`config.mk`:
```
export PLATFORM = sky130hd
export DESIGN_NAME = reg_file
export DESIGN_NICKNAME = d
export VERILOG_FILES = /design/src/core_pkg.sv /design/src/design/reg_file.sv
export SDC_FILE = /design/constraint.sdc
export NUM_CORES = 2
export LEC_CHECK = 0
export BUFFER_PORTS_ARGS = -buffer_cell sky130_fd_sc_hd__buf_2
export CAP_MARGIN = 0
export CORE_ASPECT_RATIO = 1.75
export CORE_UTILIZATION = 64
export CTS_CLUSTER_DIAMETER = 150
export DETAILED_ROUTE_END_ITERATION = 8
export PLACE_DENSITY = 0.81
export REMOVE_ABC_BUFFERS = 1
export SKIP_CTS_REPAIR_TIMING = 1
export SLEW_MARGIN = 20
export SYNTH_ARGS = -nofsm -noshare
export SYNTH_HDL_FRONTEND = slang
export SYNTH_SLANG_ARGS = --single-unit
```
`constraint.sdc`:
```
create_clock -name clk -period 3 [get_ports clk]
set_input_delay 0.6 -clock clk [delete_from_list [all_inputs] [get_ports clk]]
set_output_delay 0.6 -clock clk [all_outputs]
set_load 0.02 [all_outputs]
```
`src/core_pkg.sv`:
```
package core_pkg;

    localparam int xlen       = 64;
    localparam int reg_addr_w = 5;
    localparam int ram_words  = 16;
    localparam int ram_addr_w = 4;

    // major opcodes of the supported subset
    localparam logic [6:0] op_imm   = 7'b0010011;
    localparam logic [6:0] op_reg   = 7'b0110011;
    localparam logic [6:0] op_lui   = 7'b0110111;
    localparam logic [6:0] op_load  = 7'b0000011;
    localparam logic [6:0] op_store = 7'b0100011;

    typedef logic [xlen-1:0]       word_t;
    typedef logic [reg_addr_w-1:0] reg_addr_t;
    typedef logic [31:0]           insn_t;

    typedef enum logic [3:0] {
        alu_add,
        alu_sub,
        alu_and,
        alu_or,
        alu_xor,
        alu_sll,
        alu_srl,
        alu_lui,
        alu_ld,
        alu_sd,
        alu_bad
    } alu_op_e;

    // decode -> execute
    typedef struct packed {
        logic      valid;
        alu_op_e   op;
        reg_addr_t rd;
        logic      writes_rd;
        word_t     rs1_val;
        word_t     rs2_val;
        word_t     imm;       // already sign-extended
        logic      use_imm;
    } dec_pkt_t;

    // execute -> result
    typedef struct packed {
        logic      valid;
        alu_op_e   op;
        reg_addr_t rd;
        logic      writes_rd;
        word_t     result;     // alu value or memory address
        word_t     store_data;
    } exe_pkt_t;

    typedef struct packed {
        logic      valid;
        logic      illegal;
        reg_addr_t rd;
        word_t     data;
    } retire_t;

    typedef enum logic {
        res_idle,
        res_load_wait
    } rd_state_e;

endpackage

```
`src/design/reg_file.sv`:
```
`timescale 1ns/10ps

module reg_file (
    input  logic                clk,
    input  logic                rst_n,
    input  core_pkg::reg_addr_t rs1_addr,
    input  core_pkg::reg_addr_t rs2_addr,
    output core_pkg::word_t     rs1_data,
    output core_pkg::word_t     rs2_data,
    input  logic                wb_en,
    input  core_pkg::reg_addr_t wb_rd,
    input  core_pkg::word_t     wb_data
);
    import core_pkg::*;

    word_t regs [1 << reg_addr_w];
    logic  wr_en;

    // x0 is never written, so regs[0] stays at its reset zero
    assign wr_en = wb_en && wb_rd != '0;

    always_ff @(posedge clk or negedge rst_n) begin
        if (!rst_n) begin
            for (int i = 0; i < (1 << reg_addr_w); i++) begin
                regs[i] <= '0;
            end
        end else if (wr_en) begin
            regs[wb_rd] <= wb_data;
        end
    end

    // write-through so decode sees a value in the cycle it lands
    assign rs1_data = (wr_en && wb_rd == rs1_addr) ? wb_data : regs[rs1_addr];
    assign rs2_data = (wr_en && wb_rd == rs2_addr) ? wb_data : regs[rs2_addr];

endmodule

```
==> results.sh <==
export IMPL_setup_viol=128
export IMPL_cpPeakStageDelay_ns=0.44
export IMPL_drive_above_1_share=0.585
export IMPL_num_vias=80131
export IMPL_numCtsBuffers=190
export IMPL_reg_top3="regs (2048)"
export IMPL_numPortBuffers=209
export IMPL_num_nets_final=7900
export IMPL_cts_buffer_depth=4
export IMPL_critPathKind="input port to primary output"
export IMPL_tightest_slew_ns=0.987
export IMPL_largest_register="regs"
export IMPL_critPathSlowestCell="o221ai_1"
export IMPL_setup_ws_ns=-0.484
export IMPL_synth_xor_area_frac=0.000804
export IMPL_yosysWarnings=0
export IMPL_start_util=0.646
export IMPL_clock_skew_ns=0
export IMPL_dr_first_iter_drc_count=10642
export IMPL_rsz0062_at_grt="yes"
export IMPL_syn_instance_count=7382
export IMPL_cts_max_level=4
export IMPL_power_density_nw_per_um2=644
export IMPL_period_needed_ns=3.48
export IMPL_start_kind="input port"
export IMPL_seq_area_frac_synth=0.471
export IMPL_ys_async_sr_fraction=1.00
export IMPL_num_rows=199
export IMPL_endpoint_kind="primary output"
export IMPL_postRouteAntennaNets=0
export IMPL_dp_slack_ns=-0.490
export IMPL_routedWlPerCell_um=38.4
export IMPL_synth_top_area_frac=0.471
export IMPL_clk_pin_slew_worst_paths_ns=0.07
export IMPL_clk_root_buffer_cell="clkbuf_16"
export IMPL_synthSimpleGateAreaFrac=0.0135
export IMPL_arrival_ns=2.88
export IMPL_n_fill_cell=8901
export IMPL_gr_total_overflow=0
export IMPL_critPathMostFrequentCell="buf_12"
export IMPL_ios=210
export IMPL_clk_latency_ns=0.85
export IMPL_dp_cells=9676
export IMPL_synthFlopType="dfrtp_1"
export IMPL_cts_tree="built"
export IMPL_yosysMostFrequentCell="dfrtp_1"
export IMPL_p_int_w=0.0593
export IMPL_dpl_cell_area_sq_um=118000
export IMPL_largest_reg_flops=2048
export IMPL_hold_viol=0
export IMPL_synth_edff_count=0
export IMPL_core_area_sq_um=169000
export IMPL_synth_seq_cells=2048
export IMPL_synth_area_sq_um=109000
export IMPL_synth_area_top_cells="dfrtp_1 (47%), mux2_2 (21%), mux4_2 (19%)"
export IMPL_synth_compound_area_frac=0.0576
export IMPL_layout_area_overhead_vs_synth_pct=18.7
export IMPL_max_slew_margin=0.340
export IMPL_grt_pass1_vias=82702
export IMPL_p_clk_frac=0.318
export IMPL_cts_num_sinks=2048
export IMPL_fin_crit_sh=1.16
export IMPL_grtUsageTotal=0.428
export IMPL_synth_area_leader_cell="dfrtp_1"
export IMPL_maxCapViolCount=0
export IMPL_vdd_drop_max_mv=0.529
export IMPL_cp_top_family="compound AO/OA/AOI/OAI gates"
export IMPL_worstPathRequired_ns=2.40
export IMPL_grt_pass1_wl_mm=539
export IMPL_post_dp_hpwl_mm=229
export IMPL_p_switching_w=0.0240
export IMPL_grt_max_degree=139
export IMPL_synth_cell_types=50
export IMPL_path_buf_inv=5
export IMPL_crit_fanout=14
export IMPL_ys_top_cells_by_count="dfrtp_1 (2048), mux2_2 (2017), mux4_2 (895)"
export IMPL_synth_top_family_by_area="multiplexers"
export IMPL_die_area_sq_um=172000
export IMPL_dr_pass1_iters=8
export IMPL_status="complete, but fails checks"
export IMPL_p_seq_frac=0.449
export IMPL_syn_avg_cell_area_sq_um=14.8
export IMPL_power_leakage_nw=56.5
export IMPL_synth_fa_ha_area_frac=0
export IMPL_fmax_mhz=287
export IMPL_crit_chain="buf_16 > buf_12 > buf_12 > nand2b_1 > buf_12 > o22ai_1 > a221oi_1 > a21oi_1 > o221ai_1 > buf_2"
export IMPL_netSwitchingFraction=0.288
export IMPL_routed_via_density=7.86
export IMPL_drc=0
export IMPL_violations="negative setup slack"
export IMPL_comb_power_share=0.233
export IMPL_wl_mm=392
export IMPL_instances_no_fill=10189
export IMPL_gp_congestion=0.908
export IMPL_design_area_sq_um=129000
export IMPL_muxShareOfSynthArea=0.419
export IMPL_min_path_type="input port to register"
export IMPL_die_x_um=314
export IMPL_antenna_found_initial=29
export IMPL_timing_final_max_slew_violations=0
export IMPL_die_y_um=548
-- stage by stage --
stage	power, W	hold slack [ns]	util	TNS (ns)
final	0.0833	0.110	0.767	-29.39
after global routing	0.0855	0.132	0.767	-32.05
after CTS	0.0810	-0.350	0.740	-43.02
after detailed placement	0.0548	0.383	0.701	-45.81
after global placement	0.0535	0.377	0.701	-83.32
after floorplan	0.0475	0.304	-	-845.59
-- cells in the final DEF, fill, tap and decap left out, types with 10 or more instances in the layout --
| master | instances |
|---|---|
| dfrtp_1 | 2047 |
| mux2_2 | 2010 |
| mux4_2 | 895 |
| buf_4 | 560 |
| buf_12 | 283 |
| mux2i_1 | 271 |
| clkbuf_16 | 225 |
| buf_2 | 148 |
| a21oi_1 | 128 |
| o22ai_1 | 113 |
| a22oi_1 | 112 |
| o221ai_1 | 102 |
| nor2_1 | 93 |
| o21ai_0 | 89 |
| nand2_1 | 70 |
| buf_6 | 60 |
| clkbuf_8 | 42 |
| nand3_1 | 40 |
| a22oi_2 | 39 |
| a22o_1 | 39 |
| clkinv_2 | 35 |
| o221ai_2 | 34 |
| a21oi_2 | 30 |
| o22ai_2 | 28 |
| bufinv_16 | 28 |
| o22a_1 | 27 |
| buf_16 | 27 |
| o21a_1 | 25 |
| a31oi_1 | 22 |
| clkbuf_1 | 22 |
| nor2_4 | 21 |
| o21ai_2 | 18 |
| diode_2 | 17 |
| a211oi_1 | 17 |
| nand2_4 | 16 |
| buf_8 | 16 |
| nor2_2 | 12 |
| a221oi_1 | 10 |
| a21oi_4 | 10 |
-- per-layer routing --
layer  global-route usage  wire length (um)  vias to the layer above
li1                     -                 -                    29566
met1                0.494            121000                    40968
met2                0.658            178000                     6884
met3                0.122             48400                     2689
met4                0.366             44100                       24
met5                    0               155                        -
-- path summary, 6_finish.rpt --
kind                                   from      endpoint  slack, ns  cells past startpoint
min in group asynchronous             rst_n     regs[639]       0.27                      2
worst min register to register   regs[2011]    regs[2011]       0.40                      0
worst max register to register   regs[1814]    regs[1814]       2.06                      2
worst min-delay path            wb_data[50]    regs[1202]       0.11                      2
max in group asynchronous             rst_n    regs[1899]       1.39                      4
worst max-delay path            rs2_addr[0]  rs2_data[36]      -0.48                     10
-- kinds of logic (layout without fill, tap and decap cells) --
group | after synthesis | after routing
compound gates | 920 | 920
xor+xnor | 10 | 10
buf+inv | 890 | 1469
flops | 2048 | 2048
mux | 3187 | 3187
other cells | 0 | 17
simple gates | 327 | 327
-- worst register-to-register path: stages, from the launching register on --
cell and delay, ns:
dfrtp_1 0.41, buf_4 0.15, mux2_2 0.27
-- power by group through the flow --
stage	combinational, W	sequential [W]	clock [W]
2_1_floorplan	0.0118	0.0357	0
3_3_place_gp	0.0168	0.0367	0
3_5_place_dp	0.0175	0.0373	0
4_1_cts	0.0177	0.0369	0.0264
5_1_grt	0.0203	0.0377	0.0275
6_report	0.0194	0.0374	0.0265
-- cell type report --
cell class | instances | area [sq um] | share of cell area
sequential | 2048 | 51300 | 0.396
multi-input combinational | 4444 | 55400 | 0.429
tap | 2211 | 2770 | 0.0214
timing repair buffer | 1125 | 13000 | 0.101
clock buffer | 259 | 5540 | 0.0429
antenna | 17 | 42.5 | 0.000329
clock inverter | 76 | 1150 | 0.00891
inverter | 9 | 38.8 | 0.000300
No activity file was read; power rests on OpenSTA's default activity.
