## config.mk

```make
export PLATFORM = sky130hd
export DESIGN_NAME = hazard_unit
export DESIGN_NICKNAME = d
export VERILOG_FILES = /design/src/core_pkg.sv /design/src/design/hazard_unit.sv
export SDC_FILE = /design/constraint.sdc
export NUM_CORES = 1
export LEC_CHECK = 0
export ABC_AREA = 0
export BUFFER_PORTS_ARGS = -buffer_cell sky130_fd_sc_hd__buf_2
export CELL_PAD_IN_SITES_DETAIL_PLACEMENT = 1
export CELL_PAD_IN_SITES_GLOBAL_PLACEMENT = 2
export CORE_UTILIZATION = 25
export CTS_CLUSTER_SIZE = 14
export DETAILED_ROUTE_END_ITERATION = 16
export GPL_TIMING_DRIVEN = 0
export PLACE_DENSITY = 0.64
export SETUP_SLACK_MARGIN = 0.4
export SYNTH_ARGS = -nofsm -noshare
export SYNTH_HDL_FRONTEND = slang
export SYNTH_SLANG_ARGS = --single-unit
```

## constraint.sdc

```tcl
create_clock -name clk -period 5.73 [get_ports clk]
set_input_delay 1.146 -clock clk [delete_from_list [all_inputs] [get_ports clk]]
set_output_delay 1.146 -clock clk [all_outputs]
set_load 0.05 [all_outputs]
```

## src/core_pkg.sv

```systemverilog
package core_pkg;

    localparam int xlen       = 64;
    localparam int reg_addr_w = 5;
    localparam int ram_words  = 16;
    localparam int ram_addr_w = 4;

    // major opcodes of the supported subset
    localparam logic [6:0] op_imm   = 7'b0010011;
    localparam logic [6:0] op_reg   = 7'b0110011;
    localparam logic [6:0] op_lui   = 7'b0110111;
    localparam logic [6:0] op_load  = 7'b0000011;
    localparam logic [6:0] op_store = 7'b0100011;

    typedef logic [xlen-1:0]       word_t;
    typedef logic [reg_addr_w-1:0] reg_addr_t;
    typedef logic [31:0]           insn_t;

    typedef enum logic [3:0] {
        alu_add,
        alu_sub,
        alu_and,
        alu_or,
        alu_xor,
        alu_sll,
        alu_srl,
        alu_lui,
        alu_ld,
        alu_sd,
        alu_bad
    } alu_op_e;

    // decode -> execute
    typedef struct packed {
        logic      valid;
        alu_op_e   op;
        reg_addr_t rd;
        logic      writes_rd;
        word_t     rs1_val;
        word_t     rs2_val;
        word_t     imm;       // already sign-extended
        logic      use_imm;
    } dec_pkt_t;

    // execute -> result
    typedef struct packed {
        logic      valid;
        alu_op_e   op;
        reg_addr_t rd;
        logic      writes_rd;
        word_t     result;     // alu value or memory address
        word_t     store_data;
    } exe_pkt_t;

    typedef struct packed {
        logic      valid;
        logic      illegal;
        reg_addr_t rd;
        word_t     data;
    } retire_t;

    typedef enum logic {
        res_idle,
        res_load_wait
    } rd_state_e;

endpackage

```

## src/design/hazard_unit.sv

```systemverilog
`timescale 1ns/10ps

module hazard_unit (
    input  logic                clk,
    input  logic                rst_n,
    input  logic                dec_valid,
    input  core_pkg::reg_addr_t dec_rs1,
    input  core_pkg::reg_addr_t dec_rs2,
    input  logic                dec_uses_rs1,
    input  logic                dec_uses_rs2,
    input  core_pkg::reg_addr_t dec_rd,
    input  logic                dec_writes_rd,
    input  logic                issue,
    input  logic                wb_en,
    input  core_pkg::reg_addr_t wb_rd,
    output logic                stall
);
    import core_pkg::*;

    logic [(1 << reg_addr_w)-1:0] busy;       // one bit per register, set while a write is pending
    logic [(1 << reg_addr_w)-1:0] busy_next;
    logic                         wait_rs1;
    logic                         wait_rs2;
    logic                         wait_rd;

    // a register written back this cycle is already visible through the file
    assign wait_rs1 = dec_uses_rs1 & busy[dec_rs1] & !(wb_en && wb_rd == dec_rs1);
    assign wait_rs2 = dec_uses_rs2 & busy[dec_rs2] & !(wb_en && wb_rd == dec_rs2);

    // second writer to the same rd waits too, so a single busy bit never loses track
    assign wait_rd  = dec_writes_rd & busy[dec_rd] & !(wb_en && wb_rd == dec_rd);

    assign stall = dec_valid & (wait_rs1 | wait_rs2 | wait_rd);

    always_comb begin
        busy_next = busy;
        if (wb_en) begin
            busy_next[wb_rd] = 1'b0;
        end
        if (issue && dec_writes_rd && dec_rd != '0) begin
            busy_next[dec_rd] = 1'b1;   // set wins over a same-cycle clear
        end
    end

    always_ff @(posedge clk or negedge rst_n) begin
        if (!rst_n) begin
            busy <= '0;
        end else begin
            busy <= busy_next;
        end
    end

endmodule

```

==> results of run 1 <==
==> power by group through the flow <==
stage / sequential [mW] / combinational (mW) / clock (mW)
floorplan: 0.293 / 0.143 / 0
global placement: 0.308 / 0.188 / 0
detailed placement: 0.310 / 0.191 / 0
CTS: 0.305 / 0.191 / 0.193
global route: 0.313 / 0.211 / 0.203
finish: 0.306 / 0.190 / 0.190
==> area by class of cell <==
| cell class | count | area share, % |
|---|---|---|
| clock inverter | 1 | 0.285 |
| multi-input combinational | 161 | 54.6 |
| tap | 108 | 5.13 |
| clock buffer | 7 | 3.27 |
| timing repair buffer | 15 | 2.85 |
| sequential | 32 | 30.4 |
| buffer | 19 | 3.46 |
==> kinds of logic after synthesis <==
group                  count (synthesis)  synth area share (%)
AO/OA/AOI/OAI                         65                  14.5
XOR/XNOR                              15                  5.63
buffers and inverters                 19                  3.92
flip-flops                            32                  34.3
multiplexers                          34                  29.3
AND/OR/NAND/NOR                       47                  12.2
==> worst paths after layout <==
path	start	end	slack [ns]	cells past startpoint
worst max-delay path	dec_rd[1]	stall	1.51	8
worst min-delay path	busy[0]	busy[0]	0.55	1
worst max register to register	busy[2]	busy[2]	4.95	2
worst min register to register	busy[0]	busy[0]	0.55	1
max in group asynchronous	rst_n	busy[31]	4.30	1
min in group asynchronous	rst_n	busy[11]	0.93	1
==> routing by layer <==
layer / vias up / part of all wire (%) / routed length, µm / GRT usage [%]
met5: - / 0 / 0 / 0
met4: 0 / 0.80 / 63 / 4.02
met3: 5 / 5.0 / 393 / 2.55
met2: 65 / 45 / 3550 / 26.4
met1: 1058 / 49 / 3910 / 26.4
li1: 865 / - / - / -
==> layout by cell type (no fill, tap or decap), drive strengths merged, types with 3 or more instances in the layout <==
master | netlist | layout
nand2 | 5 | 5
nand3 | 8 | 8
xor2 | 12 | 12
nand3b | 9 | 9
dfrtp | 32 | 32
nand2b | 8 | 8
mux4 | 26 | 26
clkbuf | 12 | 19
xnor2 | 3 | 3
or3b | 4 | 4
mux2i | 8 | 8
nor2 | 4 | 4
o21ai | 61 | 61
buf | 7 | 22
nand4 | 3 | 3
nor4 | 3 | 3
==> metrics by stage <==
step	worst slack, ns	power, mW
2_1_floorplan	1.71	0.436
3_3_place_gp	1.52	0.496
3_5_place_dp	1.51	0.501
4_1_cts	1.50	0.690
5_1_grt	1.42	0.727
6_report	1.51	0.687
==> results.sh, run 1 <==
export IMPL_outcome="complete, no violations"
export IMPL_synth_cell_type_count=25
export IMPL_power_frac_comb_pct=27.7
export IMPL_post_drt_wl_per_cell_um=23.1
export IMPL_ant_nets=0
export IMPL_multi_input_area_mm2=0.00144
export IMPL_htree_levels=2
export IMPL_grt_util_all_layers_pct=17.5
export IMPL_reg_top3="busy: 32 flops"
export IMPL_min_period_ns=4.22
export IMPL_die_y_um=98.6
export IMPL_finalSetupTns_ns=0
export IMPL_grt_pass1_vias=1980
export IMPL_grt_max_degree=33
export IMPL_regMostFlops="busy"
export IMPL_worstPathMaxFanout=10
export IMPL_final_nets=262
export IMPL_tightest_slew_ns=0.776
export IMPL_antenna_found_initial=0
export IMPL_setup_viol=0
export IMPL_p_clk_share_pct=27.7
export IMPL_cts_setup_buffers=0
export IMPL_drive_gt1_share_pct=22.6
export IMPL_clk_path_buf_depth=2
export IMPL_synth_area_top_cells="dfrtp_1 34%, mux4_2 20%, o21ai_0 13%"
export IMPL_rsz0062_at_grt="false"
export IMPL_final_core_util_pct=29.7
export IMPL_dpl_cell_count=335
export IMPL_crit_family="buffers and inverters"
export IMPL_hold_path_class="reg -> reg"
export IMPL_power_density_mw_per_mm2=260
export IMPL_mappedNetlistArea_mm2=0.00233
export IMPL_pwr_share_seq_pct=44.6
export IMPL_design_area_mm2=0.00264
export IMPL_clk_latency_ns=0.28
export IMPL_synth_area_leader_cell="dfrtp_1"
export IMPL_yosysWarnings=0
export IMPL_row_count=34
export IMPL_path_clk_slew_ns=0.07
export IMPL_largest_reg_flops=32
export IMPL_fp_dieArea_mm2=0.00972
export IMPL_netlist_area_leader_share_pct=34.3
export IMPL_syn2layout_area_growth_pct=13.0
export IMPL_drt_pre_antenna_iters=4
export IMPL_core_area_mm2=0.00889
export IMPL_overflow=0
export IMPL_synth_nets=240
export IMPL_synth_seq_cells=32
export IMPL_critical_path_arrival_ns=3.08
export IMPL_die_w_um=98.6
export IMPL_synth_common_cells="61 x o21ai_0, 32 x dfrtp_1, 21 x mux4_2"
export IMPL_fillCellCount=1009
export IMPL_finalCritPeriodShare_pct=73.7
export IMPL_synthFlopType="dfrtp_1"
export IMPL_cts_sinks=32
export IMPL_synth_area_per_cell_um2=11.0
export IMPL_slew_violations=0
export IMPL_ir_worst_vdd_mv=0.0789
export IMPL_switching_share_pct=32.6
export IMPL_path_class="in -> out"
export IMPL_ctsRootBufferMaster="clkbuf_8"
export IMPL_port_buffers=15
export IMPL_relSlewSlack_pct=48.2
export IMPL_io_pins=29
export IMPL_ctsHoldBuffers=0
export IMPL_routed_wl_um=7910
export IMPL_fin_skew_ns=0
export IMPL_holdWs_ns=0.554
export IMPL_yosys_cell_count_top_type="o21ai_0"
export IMPL_internal_power_mw=0.463
export IMPL_cpPeakStageDelay_ns=0.53
export IMPL_n_antenna_cell=0
export IMPL_place_area_mm2=0.00254
export IMPL_finalNonFillerCells=343
export IMPL_cp_slowest_cell="buf_1"
export IMPL_maxCapViolCount=0
export IMPL_drc=0
export IMPL_crit_top_cell="buf_2"
export IMPL_initialDrtViolationCount=124
export IMPL_fmax_mhz=237
export IMPL_gp_congestion=0.792
export IMPL_ys_seq_area_share_pct=34.3
export IMPL_synth_edf_count=0
export IMPL_place_hpwl_um=5540
export IMPL_register_area_um2=801
export IMPL_critPathBufInv=3
export IMPL_crit_path_start_kind="primary input"
export IMPL_via_per_inst=5.81
export IMPL_cts_tree="yes"
export IMPL_numCtsBuffers=5
export IMPL_critPathCaptureType="output port"
export IMPL_via_count=1993
export IMPL_power_leakage_nw=1.01
export IMPL_start_util_pct=26.2
export IMPL_worstPathRequired_ns=4.58
export IMPL_switchingPower_mw=0.224
export IMPL_async_flop_share_pct=100
export IMPL_syn_inst=212
export IMPL_cts_resized_gates=0
export IMPL_grt_pass1_wl_um=12700
export IMPL_cp_cell_sequence="buf_2 -> buf_1 -> mux4_2 -> nand2b_1 -> nand4_1 -> o2111ai_1 -> o221ai_1 -> buf_2"
export IMPL_hold_viol_final=0
(Power assumes the default switching activity.)
==> run 2: changes to the inputs <==
--- a/config.mk
+++ b/config.mk
@@ -13,7 +13,7 @@
 export CTS_CLUSTER_SIZE = 14
 export DETAILED_ROUTE_END_ITERATION = 16
 export GPL_TIMING_DRIVEN = 0
-export PLACE_DENSITY = 0.64
+export PLACE_DENSITY = 0.66
 export SETUP_SLACK_MARGIN = 0.4
 export SYNTH_ARGS = -nofsm -noshare
 export SYNTH_HDL_FRONTEND = slang
==> constraint.sdc (replaced) <==
create_clock -name clk -period 3.5 [get_ports clk]
set_input_delay 0.7 -clock clk [delete_from_list [all_inputs] [get_ports clk]]
set_output_delay 0.7 -clock clk [all_outputs]
set_load 0.05 [all_outputs]
==> run 2 against run 1 <==
Against the previous run: power grew 65%; register-to-register slack lost 2.2 ns; worst setup slack lost 1.1 ns; design area grew 1.0%; first-iteration DRC count shrank 29%; sequential cell count is the same; count of clock-buffer cells in the layout is the same; clock power grew 62%; non-clock buffer count is the same; critical endpoint unchanged; largest cell class unchanged.
==> results.sh, run 2 (same netlist as run 1, synthesis figures left out) <==
export IMPL_grt_pass1_wl_um=12600
export IMPL_final_core_util_pct=29.9
export IMPL_min_period_ns=3.05
export IMPL_layout_cells_most_common="o21ai_0"
export IMPL_path_class="in -> out"
export IMPL_fin_skew_ns=0
export IMPL_clk_path_buf_depth=2
export IMPL_fin_ws_ns=0.453
export IMPL_power_leakage_nw=1.02
export IMPL_wl_met1_um=3630
export IMPL_crit_path_start_kind="primary input"
export IMPL_ir_worst_vdd_mv=0.125
export IMPL_grt_max_degree=33
export IMPL_hold_viol_final=0
export IMPL_worstPathMaxFanout=6
export IMPL_place_ws_ns=0.196
export IMPL_crit_top_cell="buf_6"
export IMPL_regMostFlops="busy"
export IMPL_die_w_um=98.6
export IMPL_path_clk_slew_ns=0.07
export IMPL_drive_gt1_share_pct=25.5
export IMPL_layout_common_cells="61 x o21ai_0, 32 x dfrtp_1, 22 x mux4_2"
export IMPL_ant_nets=0
export IMPL_routed_wl_um=7890
export IMPL_antenna_found_initial=0
export IMPL_initialDrtViolationCount=88
export IMPL_critPathBufInv=2
export IMPL_design_area_mm2=0.00266
export IMPL_critPathCaptureType="output port"
export IMPL_cts_sinks=32
export IMPL_drc=0
export IMPL_reg_top3="busy: 32 flops"
export IMPL_setup_viol=0
export IMPL_rsz0062_at_grt="false"
export IMPL_drt_pre_antenna_iters=4
export IMPL_slew_violations=0
export IMPL_gp_congestion=0.816
export IMPL_place_hpwl_um=5520
export IMPL_numCtsBuffers=5
export IMPL_via_count=1953
export IMPL_cp_slowest_cell="mux4_1"
export IMPL_critical_path_arrival_ns=2.35
export IMPL_outcome="complete, no violations"
export IMPL_n_antenna_cell=0
export IMPL_core_area_mm2=0.00889
export IMPL_wl_met2_um=3680
export IMPL_power_mw=1.13
export IMPL_start_util_pct=26.2
export IMPL_grt_util_all_layers_pct=17.5
export IMPL_fp_dieArea_mm2=0.00972
export IMPL_post_drt_wl_per_cell_um=23.0
export IMPL_power_density_mw_per_mm2=425
export IMPL_die_y_um=98.6
export IMPL_overflow=0
export IMPL_finalSetupTns_ns=0
export IMPL_wl_met3_um=358
export IMPL_worstPathRequired_ns=2.80
export IMPL_fmax_mhz=328
export IMPL_top_layer="met4"
export IMPL_cp_cell_sequence="buf_6 -> mux4_1 -> mux4_2 -> mux2i_1 -> o221ai_2 -> buf_6"
export IMPL_place_area_mm2=0.00255
export IMPL_cpPeakStageDelay_ns=0.56
export IMPL_hold_path_class="in -> async"
export IMPL_syn2layout_area_growth_pct=14.2
export IMPL_maxCapViolCount=0
export IMPL_port_buffers=15
export IMPL_htree_levels=2
export IMPL_crit_family="multiplexers"
export IMPL_via_per_inst=5.69
export IMPL_tightest_slew_ns=0.783
export IMPL_clk_latency_ns=0.29
export IMPL_ctsRootBufferMaster="clkbuf_8"
export IMPL_reg2reg_slack_ns=2.73
export IMPL_io_pins=29
export IMPL_cts_setup_buffers=0
export IMPL_finalCritPeriodShare_pct=87.1
export IMPL_grt_pass1_vias=2070
export IMPL_cts_tree="yes"
export IMPL_largest_reg_flops=32
export IMPL_final_nets=262
export IMPL_row_count=34
export IMPL_relSlewSlack_pct=47.8
-- run 2: changes by cell type in the layout (fill, tap and decap cells not counted), sizes merged --
cell / delta
clkbuf: +1
buf: -1
-- run 2: cell type report --
type,count,area [µm²]
fillers,1005,6230
clock inverters,1,7.51
repair buffers,15,81.3
flip-flops and latches,32,801
plain buffers,19,109
clock buffers,7,86.3
multi-input cells,161,1440
well taps,108,135
-- run 2: worst paths after layout --
kind / from / endpoint / cells after the start
setup / recovery: dec_rs2[1] / stall / 6
hold / removal: rst_n / busy[9] / 1
setup reg to reg: busy[26] / busy[26] / 2
hold reg to reg: busy[0] / busy[0] / 1
max in group asynchronous: rst_n / busy[30] / 1
min in group clk: busy[0] / busy[0] / 1
-- run 2: repair_timing --
action | 4_1_cts | 5_1_grt
setup endpoints to repair | 1 | 1
hold buffers | 0 | 0
pin swaps | 0 | 0
gates resized for setup | 10 | 2
endpoints found under the hold margin | 0 | 0
-- run 2: per-layer routing --
metal	vias to the layer above	GRT usage, %
li1	863	-
met1	1006	23.6
met2	68	28.3
met3	16	3.19
met4	0	6.43
met5	-	0
-- run 2: per-stage QoR --
stage               hold WS [ns]  cells
floorplan                  0.404    212
global placement           0.527    335
detailed placement         0.536    335
CTS                        0.510    343
global route               0.555    343
finish                     0.486    343
-- run 2: where the power goes --
group,internal [mW],switching [mW],total [mW]
Sequential,0.436,0.0673,0.503
Clock,0.160,0.148,0.308
Combinational,0.168,0.152,0.320
Total,0.763,0.367,1.13
