$ cat src/core_pkg.sv
package core_pkg;

    localparam int xlen       = 64;
    localparam int reg_addr_w = 5;
    localparam int ram_words  = 16;
    localparam int ram_addr_w = 4;

    // major opcodes of the supported subset
    localparam logic [6:0] op_imm   = 7'b0010011;
    localparam logic [6:0] op_reg   = 7'b0110011;
    localparam logic [6:0] op_lui   = 7'b0110111;
    localparam logic [6:0] op_load  = 7'b0000011;
    localparam logic [6:0] op_store = 7'b0100011;

    typedef logic [xlen-1:0]       word_t;
    typedef logic [reg_addr_w-1:0] reg_addr_t;
    typedef logic [31:0]           insn_t;

    typedef enum logic [3:0] {
        alu_add,
        alu_sub,
        alu_and,
        alu_or,
        alu_xor,
        alu_sll,
        alu_srl,
        alu_lui,
        alu_ld,
        alu_sd,
        alu_bad
    } alu_op_e;

    // decode -> execute
    typedef struct packed {
        logic      valid;
        alu_op_e   op;
        reg_addr_t rd;
        logic      writes_rd;
        word_t     rs1_val;
        word_t     rs2_val;
        word_t     imm;       // already sign-extended
        logic      use_imm;
    } dec_pkt_t;

    // execute -> result
    typedef struct packed {
        logic      valid;
        alu_op_e   op;
        reg_addr_t rd;
        logic      writes_rd;
        word_t     result;     // alu value or memory address
        word_t     store_data;
    } exe_pkt_t;

    typedef struct packed {
        logic      valid;
        logic      illegal;
        reg_addr_t rd;
        word_t     data;
    } retire_t;

    typedef enum logic {
        res_idle,
        res_load_wait
    } rd_state_e;

endpackage

$ cat src/design/insn_decode.sv
`timescale 1ns/10ps

module insn_decode (
    input  logic                clk,
    input  logic                rst_n,
    input  logic                wb_cyc,
    input  logic                wb_stb,
    input  logic                wb_we,
    input  core_pkg::insn_t     wb_dat_i,
    output logic                wb_ack,
    input  logic                stall,
    input  logic                exe_ready,
    output core_pkg::reg_addr_t rs1_addr,
    output core_pkg::reg_addr_t rs2_addr,
    input  core_pkg::word_t     rs1_data,
    input  core_pkg::word_t     rs2_data,
    output logic                dec_valid,
    output core_pkg::reg_addr_t dec_rs1,
    output core_pkg::reg_addr_t dec_rs2,
    output logic                dec_uses_rs1,
    output logic                dec_uses_rs2,
    output core_pkg::reg_addr_t dec_rd,
    output logic                dec_writes_rd,
    output logic                issue,
    output core_pkg::dec_pkt_t  dec_pkt
);
    import core_pkg::*;

    insn_t      ir;          // decode register
    logic       ir_valid;
    logic       take;
    logic [6:0] opcode;
    logic [2:0] funct3;
    logic [6:0] funct7;
    alu_op_e    op;
    word_t      imm;
    logic       use_imm;
    logic       uses_rs1;
    logic       uses_rs2;
    logic       writes_rd;

    // slot is free when empty or when the held word leaves this cycle
    assign take   = wb_cyc & wb_stb & wb_we & (!ir_valid | issue);
    assign wb_ack = wb_cyc & wb_stb & (!wb_we | !ir_valid | issue); // reads just acked

    always_ff @(posedge clk or negedge rst_n) begin
        if (!rst_n) begin
            ir_valid <= 1'b0;
        end else if (take) begin
            ir_valid <= 1'b1;
        end else if (issue) begin
            ir_valid <= 1'b0;
        end
    end

    always_ff @(posedge clk) begin
        if (take) begin
            ir <= wb_dat_i;
        end
    end

    assign opcode = ir[6:0];
    assign funct3 = ir[14:12];
    assign funct7 = ir[31:25];

    always_comb begin
        op        = alu_bad;
        imm       = '0;
        use_imm   = 1'b0;
        uses_rs1  = 1'b0;
        uses_rs2  = 1'b0;
        writes_rd = 1'b0;
        case (opcode)
            op_imm: begin
                imm       = {{(xlen-12){ir[31]}}, ir[31:20]};
                use_imm   = 1'b1;
                uses_rs1  = 1'b1;
                writes_rd = 1'b1;
                if (funct3 == 3'b000) begin
                    op = alu_add;
                end else if (funct3 == 3'b001 && ir[31:26] == 6'd0) begin
                    op = alu_sll;   // rv64 shamt is 6 bits
                end else if (funct3 == 3'b101 && ir[31:26] == 6'd0) begin
                    op = alu_srl;
                end
            end
            op_reg: begin
                uses_rs1  = 1'b1;
                uses_rs2  = 1'b1;
                writes_rd = 1'b1;
                case ({funct7, funct3})
                    {7'b0000000, 3'b000}: op = alu_add;
                    {7'b0100000, 3'b000}: op = alu_sub;
                    {7'b0000000, 3'b100}: op = alu_xor;
                    {7'b0000000, 3'b110}: op = alu_or;
                    {7'b0000000, 3'b111}: op = alu_and;
                    default:              op = alu_bad;
                endcase
            end
            op_lui: begin
                op        = alu_lui;
                imm       = {{(xlen-32){ir[31]}}, ir[31:12], 12'b0};
                writes_rd = 1'b1;
            end
            op_load: begin
                imm       = {{(xlen-12){ir[31]}}, ir[31:20]};
                use_imm   = 1'b1;
                uses_rs1  = 1'b1;
                writes_rd = 1'b1;
                if (funct3 == 3'b011) begin
                    op = alu_ld;
                end
            end
            op_store: begin
                imm      = {{(xlen-12){ir[31]}}, ir[31:25], ir[11:7]};
                use_imm  = 1'b1;
                uses_rs1 = 1'b1;
                uses_rs2 = 1'b1;
                if (funct3 == 3'b011) begin
                    op = alu_sd;
                end
            end
            default: op = alu_bad;
        endcase
        // anything unrecognised touches no register
        if (op == alu_bad) begin
            use_imm   = 1'b0;
            uses_rs1  = 1'b0;
            uses_rs2  = 1'b0;
            writes_rd = 1'b0;
        end
    end

    assign rs1_addr      = ir[19:15];
    assign rs2_addr      = ir[24:20];
    assign dec_valid     = ir_valid;
    assign dec_rs1       = rs1_addr;
    assign dec_rs2       = rs2_addr;
    assign dec_uses_rs1  = uses_rs1;
    assign dec_uses_rs2  = uses_rs2;
    assign dec_rd        = ir[11:7];
    assign dec_writes_rd = writes_rd;
    assign issue         = ir_valid & !stall & exe_ready;

    always_comb begin
        dec_pkt.valid     = issue;
        dec_pkt.op        = op;
        dec_pkt.rd        = dec_rd;
        dec_pkt.writes_rd = writes_rd;
        dec_pkt.rs1_val   = rs1_data;
        dec_pkt.rs2_val   = rs2_data;
        dec_pkt.imm       = imm;
        dec_pkt.use_imm   = use_imm;
    end

endmodule

$ cat config.mk
export PLATFORM = sky130hd
export DESIGN_NAME = insn_decode
export DESIGN_NICKNAME = d
export VERILOG_FILES = /design/src/core_pkg.sv /design/src/design/insn_decode.sv
export SDC_FILE = /design/constraint.sdc
export NUM_CORES = 1
export LEC_CHECK = 0
export BUFFER_PORTS_ARGS = -buffer_cell sky130_fd_sc_hd__clkbuf_2
export CAP_MARGIN = 10
export CORE_AREA = 3 3 154 156
export CTS_CLUSTER_DIAMETER = 120
export DETAILED_ROUTE_END_ITERATION = 10
export DIE_AREA = 0 0 157 159
export PLACE_DENSITY = 0.53
export SLEW_MARGIN = 30
export SYNTH_ARGS = -nofsm -noshare
export SYNTH_HDL_FRONTEND = slang
export SYNTH_SLANG_ARGS = --single-unit
$ cat constraint.sdc
create_clock -name clk -period 6 [get_ports clk]
set_input_delay 1.2 -clock clk [delete_from_list [all_inputs] [get_ports clk]]
set_output_delay 1.2 -clock clk [all_outputs]
set_load 0.005 [all_outputs]
==> summary.md, run 1 <==
| Metric | Value |
|---|---|
| Kind of critical path | `reg -> out` |
| Total negative slack | `0 ns` |
| Finished Layout Cells | `571` |
| Multi-input logic area | `622 sq um` |
| Post-route DRC | `0` |
| CTS resizes | `0` |
| CP required | `4.80 ns` |
| Largest net degree at the start of global routing | `34` |
| GPL Wtd Cong | `0.691` |
| Min Tclk post-route | `3.50 ns` |
| Cell leakage power | `1.44 nW` |
| Final period util | `0.583` |
| Pwr per Cell Area | `around 210 mW/mm^2` |
| Syn nets | `roughly 500` |
| Most used routing layer | `met2` |
| Area Growth Syn to Fin | `-6.23%` |
| Yosys top cell area share | `0.469` |
| Area leader, netlist | `buf_4` |
| Layout cell share with drive strength beyond 1 | `0.577` |
| Syn_area_per_cell | `between 9 and 10 sq um` |
| Setup Skew | `0.00260 ns` |
| CTS Root Cell | `clkbuf_16` |
| ANT nets after route | `0` |
| Wire per inst | `21.2 um` |
| Distinct cells, synth | `35` |
| Main synth FF type | `edfxtp_1` |
| Starting Density | `0.137` |
| Worst-Skew Late Latency | `0.28 ns` |
| Slew HR | `0.654` |
| Post-synth top cells | `buf_4 (193), edfxtp_1 (32), a21o_1 (19), nor2_1 (15), nand2_1 (12)` |
| Setup slack after layout | `2.50 ns` |
| Number of buffers created by CTS | `5` |
| Number of vias per cell | `3.32` |
| Hold Buf Count CTS | `0` |
| Critical-path top delay cell | `and2_2` |
| Reg clk slew, reported paths | `0.05 ns` |
| Sequential-to-total area share from yosys stat | `0.319` |
| Die width | `157 um` |
| Switch Pwr | `around 0.13 mW` |
| Number of global-route vias before repair | `about 1,900` |
| Startpoint types | `flip-flop` |
| VDD IR max | `0.113 mV` |
| Slowest cell delay on critical path | `0.55 ns` |
| Max-capacitance violation count | `0` |
| GRT met2 Usage | `0.138` |
| Initial antenna violation count | `0` |
| Ys Warns | `0` |
| Crit Path Max Fanout | `20` |
| Final Hold Viols | `0` |
| Antenna Cells | `0` |
| Logic pwr share | `0.077` |
| Setup Fix Bufs, Post-CTS | `0` |
| CTS Buffer Depth | `2` |
| Crit-path cells | `and4bb_2, nand2_2, a21oi_2, and2_2, a21o_1, clkbuf_2` |
| Place WS | `roughly 2.5 ns` |
| Most common cell in the synthesized netlist | `buf_4` |
| First-iteration detailed-routing DRC count | `115` |
| Clock power frac | `0.475` |
| Port buffer count | `between 100 and 150` |
| GRT met3 Usage | `0.0772` |
| Status | `completed` |
| CTS tree | `done` |
| Gr usage total | `0.0899` |
| DR vias | `1,894` |
| Die Span Y | `approximately 160 um` |
| Cell Area, Synth | `between 0.003 and 0.004 sq mm` |
| CP Capture Type | `output pin` |
| Sw Share | `0.213` |
| Gate Count Post-Synth | `about 330` |
| CTS Sinks | `33` |
| I/O pin count | `402` |
| DIE AREA | `0.0250 sq mm` |
| Final #Nets | `452` |
| RSZ-0062 raised after global routing | `false` |
| Highest clock rate | `~290 MHz` |
| GR Overflow Total | `0` |
| Seq cells post-synth | `33` |
| Finished Core Util | `0.129` |
| H-Tree Level Count | `2` |
| Post-Place Cells | `562` |
| Core area | `0.0225 sq mm` |
| Hold Path Class | `in -> async` |
| Synth async-reset ratio | `0.0303` |
| Post-route design area | `just under 0.003 sq mm` |
| Placed Area | `0.00271 sq mm` |
| Arrival time at the worst endpoint | `2.30 ns` |
| Fill count | `2,525` |
| M1 GR Usage | `0.0792` |
| Routed wire length | `approximately 12,000 um` |
| DRT Pass-1 Iters | `6` |
| Row count | `55` |
| Fin. max-slew vios | `0` |
| Worst Tran Pin Value | `0.519 ns` |
| Seq. cell area | `986 sq um` |
| EDFF count, synth | `32` |
| Int Power | `0.483 mW` |
| Top cells by area, synth | `buf_4 (47%), edfxtp_1 (31%), a21o_1 (4.6%), nor2_1 (1.8%), and2_1 (1.6%)` |
| Reg power frac | `0.448` |
| HPWL after detailed placement | `approximately 11,000 um` |
| First-pass GRT wire length | `15,700 um` |
| Final setup fails | `0` |
## per-stage QoR
stage / hold WS, ns / power (mW)
finish: 0.686 / 0.614
global route: 0.676 / 0.638
CTS: 0.680 / 0.622
detailed placement: 0.771 / 0.326
global placement: 0.751 / 0.325
floorplan: 0.676 / 0.372
## worst max-delay path, delay by kind of cell, from the launching register on
family / cells / cell delay (ns)
compound gates: 2 / 0.46
buf+inv: 1 / 0.12
flops: 1 / 0.35
simple gates: 3 / 1.08
## logic make-up after synthesis
| logic type | Yosys count | share of synthesized area |
|---|---|---|
| compound gates | 44 | 0.111 |
| buf+inv | 204 | 0.484 |
| flops | 33 | 0.319 |
| simple gates | 51 | 0.0858 |
## sequential cells by signal, indices dropped and copies added (netlist names)
register	count
dec_valid	1
ir	32
## metal layers
metal,share of wire,up-vias
met2,0.45,212
met3,0.21,56
met1,0.29,815
li1,-,809
met4,0.051,2
met5,0.0034,-
## cell type report
type | count | area share
Inverter | 3 | 0.00388
Tap cell | 285 | 0.123
Multi-Input combinational cell | 95 | 0.215
Sequential cell | 33 | 0.340
Clock buffer | 6 | 0.0445
Timing Repair Buffer | 147 | 0.262
Clock inverter | 2 | 0.0117
## power groups by stage
stage | logic, mW | registers, mW | clock network (mW)
global route | 0.0527 | 0.276 | 0.309
CTS | 0.0462 | 0.275 | 0.300
global placement | 0.0455 | 0.280 | 0
finish | 0.0474 | 0.275 | 0.292
detailed placement | 0.0462 | 0.280 | 0
floorplan | 0.0985 | 0.274 | 0
## path summary, 6_finish.rpt
path,from,slack (ns),cells past startpoint,to
worst min register to register,dec_valid$_DFFE_PN0P_,0.79,2,dec_valid$_DFFE_PN0P_
worst min-delay path,rst_n,0.69,1,dec_valid$_DFFE_PN0P_
worst max-delay path,ir[6]$_DFFE_PP_,2.50,6,dec_pkt[25]
worst max register to register,dec_valid$_DFFE_PN0P_,4.38,5,ir[8]$_DFFE_PP_
min in group clk,dec_valid$_DFFE_PN0P_,0.79,2,dec_valid$_DFFE_PN0P_
max in group asynchronous,rst_n,5.22,1,dec_valid$_DFFE_PN0P_
## cell usage in the layout (no fill, tap or decap), types with 2 or more instances in the layout
| cell type | count |
|---|---|
| nand3_1 | 4 |
| clkbuf_16 | 5 |
| edfxtp_1 | 32 |
| clkbuf_2 | 145 |
| nand2_1 | 12 |
| a21o_1 | 19 |
| a21oi_1 | 6 |
| a31oi_1 | 2 |
| a22oi_1 | 5 |
| o211a_1 | 3 |
| and2_1 | 7 |
| inv_1 | 2 |
| o21ai_0 | 2 |
| nor2_1 | 13 |
| nor3_1 | 2 |
No activity file was read; power rests on OpenSTA's default activity.
==> run 2, diff against run 1 <==
- CORE_AREA: 3 3 154 156 -> 3 3 156 158
- DIE_AREA: 0 0 157 159 -> 0 0 159 161
- PLACE_DENSITY: 0.53 -> 0.54
- clock period: 6 -> 3.2 ns (I/O delays scaled with it)
==> run 2 against run 1 <==
Against the previous run:
- setup slack worse by 2.1 ns
- clock skew is 0.0023 ns higher
- sequential power is 87% higher
- sequential share of layout area shrank 0.66 points
- non-clock buffer count up 5
- worst hold slack lost 0.56 ns
- global-route usage shrank 0.22 points
- wire length decreased by 0.43%
- first-iteration DRC count decreased by 23%
- total power is 86% higher
==> summary.md, run 2 (synthesis results as in run 1) <==
| Metric | Value |
|---|---|
| Status | `completed` |
| Post-route DRC | `0` |
| Final setup fails | `0` |
| DRT Pass-1 Iters | `4` |
| Max-capacitance violation count | `0` |
| Clock power frac | `0.474` |
| Worst-Skew Late Latency | `0.28 ns` |
| CTS Root Cell | `clkbuf_16` |
| Startpoint types | `flip-flop` |
| Worst Tran Pin Value | `0.391 ns` |
| Gr usage total | `0.0877` |
| Setup Skew | `0.00491 ns` |
| CTS Buffer Depth | `2` |
| CP Capture Type | `output pin` |
| ANT nets after route | `0` |
| Total negative slack | `0 ns` |
| Cell leakage power | `1.46 nW` |
| Multi-input logic area | `619 sq um` |
| Seq. cell area | `~1000 sq um` |
| CP top delay family | `compound AO/OA/AOI/OAI gates` |
| Final period util | `0.890` |
| Final Hold Viols | `0` |
| Highest clock rate | `351 MHz` |
| Max reg flops | `32` |
| DR vias | `1,873` |
| CP required | `2.56 ns` |
| Layout cell share with drive strength beyond 1 | `0.577` |
| HPWL after detailed placement | `about 11,000 um` |
| Most frequent cells in the layout | `clkbuf_2 (145), edfxtp_1 (32), a21o_1 (19)` |
| Pwr per Cell Area | `387 mW/mm^2` |
| Slew HR | `0.737` |
| Area Growth Syn to Fin | `-4.37%` |
| DIE AREA | `0.0256 sq mm` |
| Reg clk slew, reported paths | `0.05 ns` |
| Final #Nets | `457` |
| Logic pwr share | `0.077` |
| Antenna Cells | `0` |
| CTS tree | `done` |
| Number of buffers created by CTS | `5` |
| Top reg by flops | `ir` |
| Wire per inst | `19.8 um` |
| Die width | `159 um` |
| First-pass GRT wire length | `15,800 um` |
| First-iteration detailed-routing DRC count | `88` |
| Die Span Y | `161 um` |
| GPL Wtd Cong | `0.724` |
| Kind of critical path | `reg -> out` |
| Crit-path cells | `nor3_2, nand2_1, o311a_1, a2111oi_4, o211a_1, clkbuf_2` |
| Fin. max-slew vios | `0` |
| Core area | `roughly 0.023 sq mm` |
| Largest net degree at the start of global routing | `34` |
| Port buffer count | `roughly 150` |
| VDD IR max | `roughly 0.25 mV` |
| Fill count | `about 2,700` |
| CTS Sinks | `33` |
| Starting Density | `0.133` |
| Commonest non-fill, non-tap cell in the layout | `clkbuf_2` |
| Buffer and inverter count on the worst path | `1` |
| Arrival time at the worst endpoint | `approximately 2.2 ns` |
| Crit Path Max Fanout | `4` |
| Routed wire length | `12,100 um` |
| Initial antenna violation count | `0` |
| Setup Fix Bufs, Post-CTS | `0` |
| Number of global-route vias before repair | `between 1,500 and 2,000` |
| Post-route design area | `0.00296 sq mm` |
| Reg power frac | `0.450` |
| Placed Area | `0.00279 sq mm` |
| Hold Buf Count CTS | `0` |
| Critical-path top delay cell | `edfxtp_1` |
| RSZ-0062 raised after global routing | `false` |
| Reg-to-reg setup timing slack | `1.49 ns` |
| Row count | `56` |
| Slowest cell delay on critical path | `about 0.46 ns` |
| Min Tclk post-route | `2.85 ns` |
| I/O pin count | `402` |
| Number of vias per cell | `3.07` |
| Switch Pwr | `0.240 mW` |
| Int Power | `0.904 mW` |
| Hold Path Class | `in -> async` |
| Sw Share | `0.210` |
| CTS resizes | `0` |
| H-Tree Level Count | `2` |
| GR Overflow Total | `0` |
==> run 2: stage by stage <==
stage / hold WS [ns] / cells / power, mW / util / setup WS [ns]
after floorplan: 0.344 / 332 / 0.698 / - / 0.448
after global placement: 0.418 / 602 / 0.612 / 0.120 / 0.617
after detailed placement: 0.418 / 602 / 0.614 / 0.120 / 0.618
after CTS: 0.119 / 610 / 1.17 / 0.127 / 0.295
after global routing: 0.118 / 610 / 1.19 / 0.127 / 0.202
final: 0.126 / 610 / 1.14 / 0.127 / 0.353
==> run 2: power groups by stage <==
stage / Combinational [mW] / Clock (mW) / Sequential [mW]
final: 0.0878 / 0.542 / 0.515
after global routing: 0.0987 / 0.578 / 0.517
after CTS: 0.0905 / 0.561 / 0.515
after detailed placement: 0.0904 / 0 / 0.523
after global placement: 0.0887 / 0 / 0.524
after floorplan: 0.185 / 0 / 0.514
==> run 2: worst reg2reg max path: cells and delay by family (launching register included) <==
kind	cells	cell delay, ns
AND/OR/NAND/NOR	4	0.62
buffers and inverters	1	0.37
flip-flops	1	0.36
==> run 2: cell type report <==
type / count / share of cell area
Tap cell: 319 / 0.135
Sequential cell: 33 / 0.333
Clock buffer: 6 / 0.0436
Inverter: 3 / 0.00381
Clock inverter: 2 / 0.0114
Multi-Input combinational cell: 95 / 0.209
Timing Repair Buffer: 152 / 0.263
==> run 2: per-layer routing <==
layer  part of all wire  global-route usage  up-vias
li1                   -                   -      820
met1               0.24              0.0630      793
met2               0.49               0.152      210
met3               0.22              0.0839       50
met4              0.044              0.0438        0
met5                  0                   0        -
==> run 2: path summary, 6_finish.rpt <==
| check | from | end | depth (start not counted) |
|---|---|---|---|
| setup / recovery | ir[31]$_DFFE_PP_ | dec_uses_rs2 | 6 |
| hold / removal | rst_n | dec_valid$_DFFE_PN0P_ | 1 |
| setup reg to reg | dec_valid$_DFFE_PN0P_ | ir[15]$_DFFE_PP_ | 5 |
| hold reg to reg | dec_valid$_DFFE_PN0P_ | dec_valid$_DFFE_PN0P_ | 2 |
| max in group asynchronous | rst_n | dec_valid$_DFFE_PN0P_ | 1 |
| min in group clk | wb_dat_i[22] | ir[22]$_DFFE_PP_ | 1 |
